==> src/design/dmem_pkg.sv <==
/* Shared request and response types for the data memory path.
   No stall signal exists, so every accepted request is answered one cycle later */

package dmem_pkg;

    ////////////////////////////////////////////////////////////
    // Wishbone request from the core's data adapter
    ////////////////////////////////////////////////////////////

    // A request is accepted in every cycle with cyc and stb high
    typedef struct packed {
        logic        cyc;
        logic        stb;
        logic        we;
        logic [31:0] adr;
        logic [31:0] dat;
        logic [3:0]  sel;
    } wb_req_t;

    ////////////////////////////////////////////////////////////
    // Wishbone response back to the core
    ////////////////////////////////////////////////////////////

    // Read data is 0 on writes and on idle cycles
    typedef struct packed {
        logic        ack;
        logic        err;
        logic [31:0] dat;
    } wb_rsp_t;

    ////////////////////////////////////////////////////////////
    // Response source
    ////////////////////////////////////////////////////////////

    // Which source answers in the cycle after acceptance
    typedef enum logic [1:0] {
        SEL_NONE    = 2'd0,
        SEL_REGION0 = 2'd1,
        SEL_REGION1 = 2'd2,
        SEL_INVALID = 2'd3
    } region_sel_e;

    // Read data returned with err for unmapped addresses
    localparam logic [31:0] ERR_DATA = 32'hDEAD_BEEF;

endpackage

==> src/design/data_memory_selector.sv <==
/* Routes core requests to two address regions and steers responses back.
   Region 0 wins on overlap. Sizes must be multiples of 4 and must not wrap past 2^32.
   Responses are registered by selection, so each arrives exactly one cycle after acceptance */

`timescale 1ns/1ps

module data_memory_selector
    import dmem_pkg::*;
#(
    parameter logic [31:0] REGION0_BASE = 32'h8000_0000,
    parameter logic [31:0] REGION0_SIZE = 32'h0000_1000,
    parameter logic [31:0] REGION1_BASE = 32'h8001_0000,
    parameter logic [31:0] REGION1_SIZE = 32'h0001_0000
) (
    input  logic        clk,
    input  logic        rst_n,

    // Core side
    input  wb_req_t     core_req_i,
    output wb_rsp_t     core_rsp_o,

    // Region 0 memory
    output wb_req_t     region0_req_o,
    input  logic        region0_ack_i,
    input  logic [31:0] region0_dat_i,

    // Region 1 memory
    output wb_req_t     region1_req_o,
    input  logic        region1_ack_i,
    input  logic [31:0] region1_dat_i
);

    // Last byte address of each region
    localparam logic [31:0] REGION0_LAST = REGION0_BASE + REGION0_SIZE - 32'd1;
    localparam logic [31:0] REGION1_LAST = REGION1_BASE + REGION1_SIZE - 32'd1;

    logic        req_accept;
    logic        in_region0;
    logic        in_region1;
    region_sel_e sel_d;
    region_sel_e sel_q;

    ////////////////////////////////////////////////////////////
    // Address decode
    ////////////////////////////////////////////////////////////

    assign req_accept = core_req_i.cyc && core_req_i.stb;

    assign in_region0 = (core_req_i.adr >= REGION0_BASE) && (core_req_i.adr <= REGION0_LAST);
    assign in_region1 = (core_req_i.adr >= REGION1_BASE) && (core_req_i.adr <= REGION1_LAST);

    always_comb begin
        if (!req_accept) begin
            sel_d = SEL_NONE;
        end else if (in_region0) begin
            // Region 0 has priority when the maps overlap
            sel_d = SEL_REGION0;
        end else if (in_region1) begin
            sel_d = SEL_REGION1;
        end else begin
            sel_d = SEL_INVALID;
        end
    end

    ////////////////////////////////////////////////////////////
    // Request routing
    ////////////////////////////////////////////////////////////

    // Unselected region sees an all-zero request
    always_comb begin
        region0_req_o = '0;
        region1_req_o = '0;
        if (sel_d == SEL_REGION0) begin
            region0_req_o     = core_req_i;
            region0_req_o.adr = core_req_i.adr - REGION0_BASE;
        end
        if (sel_d == SEL_REGION1) begin
            region1_req_o     = core_req_i;
            region1_req_o.adr = core_req_i.adr - REGION1_BASE;
        end
    end

    ////////////////////////////////////////////////////////////
    // Response steering
    ////////////////////////////////////////////////////////////

    // Source of next cycle's response
    always_ff @(posedge clk or negedge rst_n) begin
        if (!rst_n) begin
            sel_q <= SEL_NONE;
        end else begin
            sel_q <= sel_d;
        end
    end

    always_comb begin
        core_rsp_o = '0;
        case (sel_q)
            SEL_REGION0: begin
                core_rsp_o.ack = region0_ack_i;
                core_rsp_o.dat = region0_dat_i;
            end
            SEL_REGION1: begin
                core_rsp_o.ack = region1_ack_i;
                core_rsp_o.dat = region1_dat_i;
            end
            SEL_INVALID: begin
                // Unmapped access, nothing was written
                core_rsp_o.ack = 1'b1;
                core_rsp_o.err = 1'b1;
                core_rsp_o.dat = ERR_DATA;
            end
            default: begin
                core_rsp_o = '0;
            end
        endcase
    end

endmodule

==> config.mk <==
export PLATFORM = sky130hd
export DESIGN_NAME = data_memory_selector
export DESIGN_NICKNAME = d
export VERILOG_FILES = /design/src/design/dmem_pkg.sv /design/src/design/data_memory_selector.sv
export SDC_FILE = /design/constraint.sdc
export NUM_CORES = 1
export LEC_CHECK = 0
export ABC_AREA = 1
export BUFFER_PORTS_ARGS = -buffer_cell sky130_fd_sc_hd__buf_4
export CORE_AREA = 2 2 121 123
export CTS_CLUSTER_SIZE = 20
export DETAILED_ROUTE_END_ITERATION = 6
export DIE_AREA = 0 0 123 125
export PLACE_DENSITY = 0.62
export SLEW_MARGIN = 10
export SYNTH_ARGS = -nofsm -noshare
export SYNTH_HDL_FRONTEND = slang
export SYNTH_SLANG_ARGS = --single-unit
==> constraint.sdc <==
create_clock -name clk -period 1.71 [get_ports clk]
set_input_delay 0.342 -clock clk [delete_from_list [all_inputs] [get_ports clk]]
set_output_delay 0.342 -clock clk [all_outputs]
set_load 0.005 [all_outputs]
==> reports/qor.yml <==
worst_setup_path:
  path_class: "in2out"
  start_kind: "primary input"
  cp.required_ps: 1370
  slowest_stage: "clkbuf_16"
  cpLargestDelayFamily: "simple AND/OR/NAND/NOR gates"
  path_buf_inv: 4
  max_stage_delay_ps: 190
  crit_chain: "buf_12 -> inv_16 -> ha_4 -> nor3b_2 -> nand2_1 -> nor2_2 -> nand2_1 -> nand2_4 -> nand2_4 -> clkbuf_16 -> nor3_4 -> buf_4"
  end_kind: "output pin"
  critical_path.max_fanout: 7
  arrival_ps: 1770
yosys:
  synth.distinct_cells: 26
  avgSynthCellArea_um2: 5.324
  syn-instance-count: 455
  synth_area_leader_cell: "nor3_2"
  synth_area_um2: 2422
  yosysWarnings: 0
  ys_seq_elements: 2
  synth_top_area_share: 0.2107
  yosys-top-cells-area: "nor3_2 (21%), nand2_1 (16%), nor2_1 (14%)"
  synth-seq-area-share: 0.02066
global_route:
  grt_pass1_vias: 3472
  grtUsageTotal: 0.1384
  grt-ovfl-total: 0
  antenna_found_initial: 0
  grt_pass1_wl_um: 17240
  grt_max_degree: 47
route:
  vias: 4060
  drtIter0Drc: 110
  vias_per_cell: 4.134
  detail_route.wl_per_cell_um: 13.91
  firstDrtPassIters: 4
  antenna_left: 0
  wl_um: 13660
  drc: 0
timing:
  setup_tns_ps: -41600
  final_max_slew_viol_count: 0
  setup_violations: 121
  min_period_ps: 2117
  fmax_ghz: 0.4724
  timing.final.crit_share: 1.238
  rsz0062_at_grt: "yes"
  hold_viol: 0
  setup_ws_ps: -407.0
  hold_ws_ps: 469.7
worst_hold_path:
  hold_path_class: "in2async"
placement:
  gp_congestion: 0.8029
  placed_cell_area_um2: 5240
  dp_hpwl_um: 9613
  io_buffers: 293
pwr:
  p_leak_nw: 3.421
  pwr_density_cell_nw_per_um2: 248.6
  ir_drop_mv: 0.2283
floorplan:
  io-pin-count: 315
  fp.dieArea_um2: 15380
  die_h_um: 125
  dieWidth_um: 123
  core-area_um2: 14200
  num_rows: 44
  initial_utilization: 0.1705
clock_tree:
  cts_buffers: 3
  htree_levels: 1
  cts_tree: "done"
  clock_path_buffers: 2
  cts_root_buf: "clkbuf_16"
  clkTransAtPathRegs_ps: 30
  clkSinkCount: 2
finish:
  fin_nets: 942
  final_layout_size_suffix_gt1_frac: 0.6817
  largestRegisters: "sel_q (2)"
  diodes: 0
  fin_area_um2: 6530
  top_register: "sel_q"
  largest_reg_flops: 2
  fill_cells: 1419
  area_growth_syn_to_layout_pct: 169.6
run:
  maxCapViolCount: 0
outcome:
  violations: "setup timing"
  status: "finished with violations"
[cell usage after synthesis, drive strengths merged]
master / n
inv: 78
conb: 1
nor3: 62
nand3: 15
buf: 42
nor2: 94
clkbuf: 9
xnor2: 1
xor2: 4
dfrtp: 2
o21ai: 35
clkinv: 2
nor3b: 1
or2: 1
ha: 3
nand4: 2
nand2: 103
[metal layers]
metal,share of wire,track usage,routed length (um)
met1,0.40,0.1675,5424
met5,0,0,0
met4,0.0057,0.01471,78
met3,0.077,0.02281,1046
met2,0.52,0.2603,7107
[layout make-up]
class / count / area (um^2) / share of cell area
clock buffers: 3 / 75.07 / 0.01150
inverters: 80 / 330.3 / 0.05058
multi-input cells: 345 / 2529 / 0.3872
flip-flops and latches: 2 / 50.05 / 0.007664
repair buffers: 368 / 3316 / 0.5078
well taps: 184 / 230.2 / 0.03526
[placed cells by master (no fill, tap or decap), drive strengths merged]
cell           n
clkinv         1
o21ai         35
buf          357
nor2          94
nand4          2
xnor2          1
ha             3
nand2        106
inv           78
or2            1
dlygate4sd3    1
clkinvlp       1
xor2           4
nand3         15
nor3          62
nor3b          1
dfrtp          2
clkbuf        13
conb          21
[final timing paths]
kind / start / slack [ps] / depth (start not counted) / endpoint
min in group clk: core_req_i[70] / 790 / 5 / sel_q[0]
hold / removal: rst_n / 470 / 2 / sel_q[0]
max in group asynchronous: rst_n / 1150 / 2 / sel_q[1]
setup / recovery: core_req_i[53] / -410 / 12 / region1_req_o[49]
[repair_timing]
action,CTS,global route
hold buffers,1,0
hold endpoints to repair,2,0
setup endpoints to repair,121,135
resized for setup,59,152
pin swaps,10,14
cloned,4,14
buffers inserted,2,3
[power by group]
group,total [W],internal (W),leakage (nW),switching (W)
clock network,0.000354,0.000298,0.0370,0.0000560
logic,0.00122,0.000641,3.36,0.000577
registers,0.0000527,0.0000506,0.0261,0.00000211
total,0.00162,0.000989,3.42,0.000635
[metrics by stage]
| stage | std cells | worst slack, ps | utilization | power, W |
|---|---|---|---|---|
| after floorplan | 475 | -16.57 | - | 0.0004857 |
| after global placement | 955 | -437.7 | 0.3689 | 0.001008 |
| after detailed placement | 955 | -462.0 | 0.3689 | 0.001013 |
| after CTS | 965 | -388.2 | 0.3974 | 0.001461 |
| after global routing | 982 | -503.5 | 0.4597 | 0.001733 |
| final | 982 | -407.0 | 0.4597 | 0.001624 |
[cell families after synthesis]
| group | after synthesis | synth area share |
|---|---|---|
| buf+inv | 131 | 0.2820 |
| fa+ha+maj | 3 | 0.01550 |
| simple gates | 278 | 0.5899 |
| xor+xnor | 5 | 0.01808 |
| other cells | 1 | 0.001548 |
| flops | 2 | 0.02066 |
| compound gates | 35 | 0.07231 |
(Power assumes the default switching activity.)
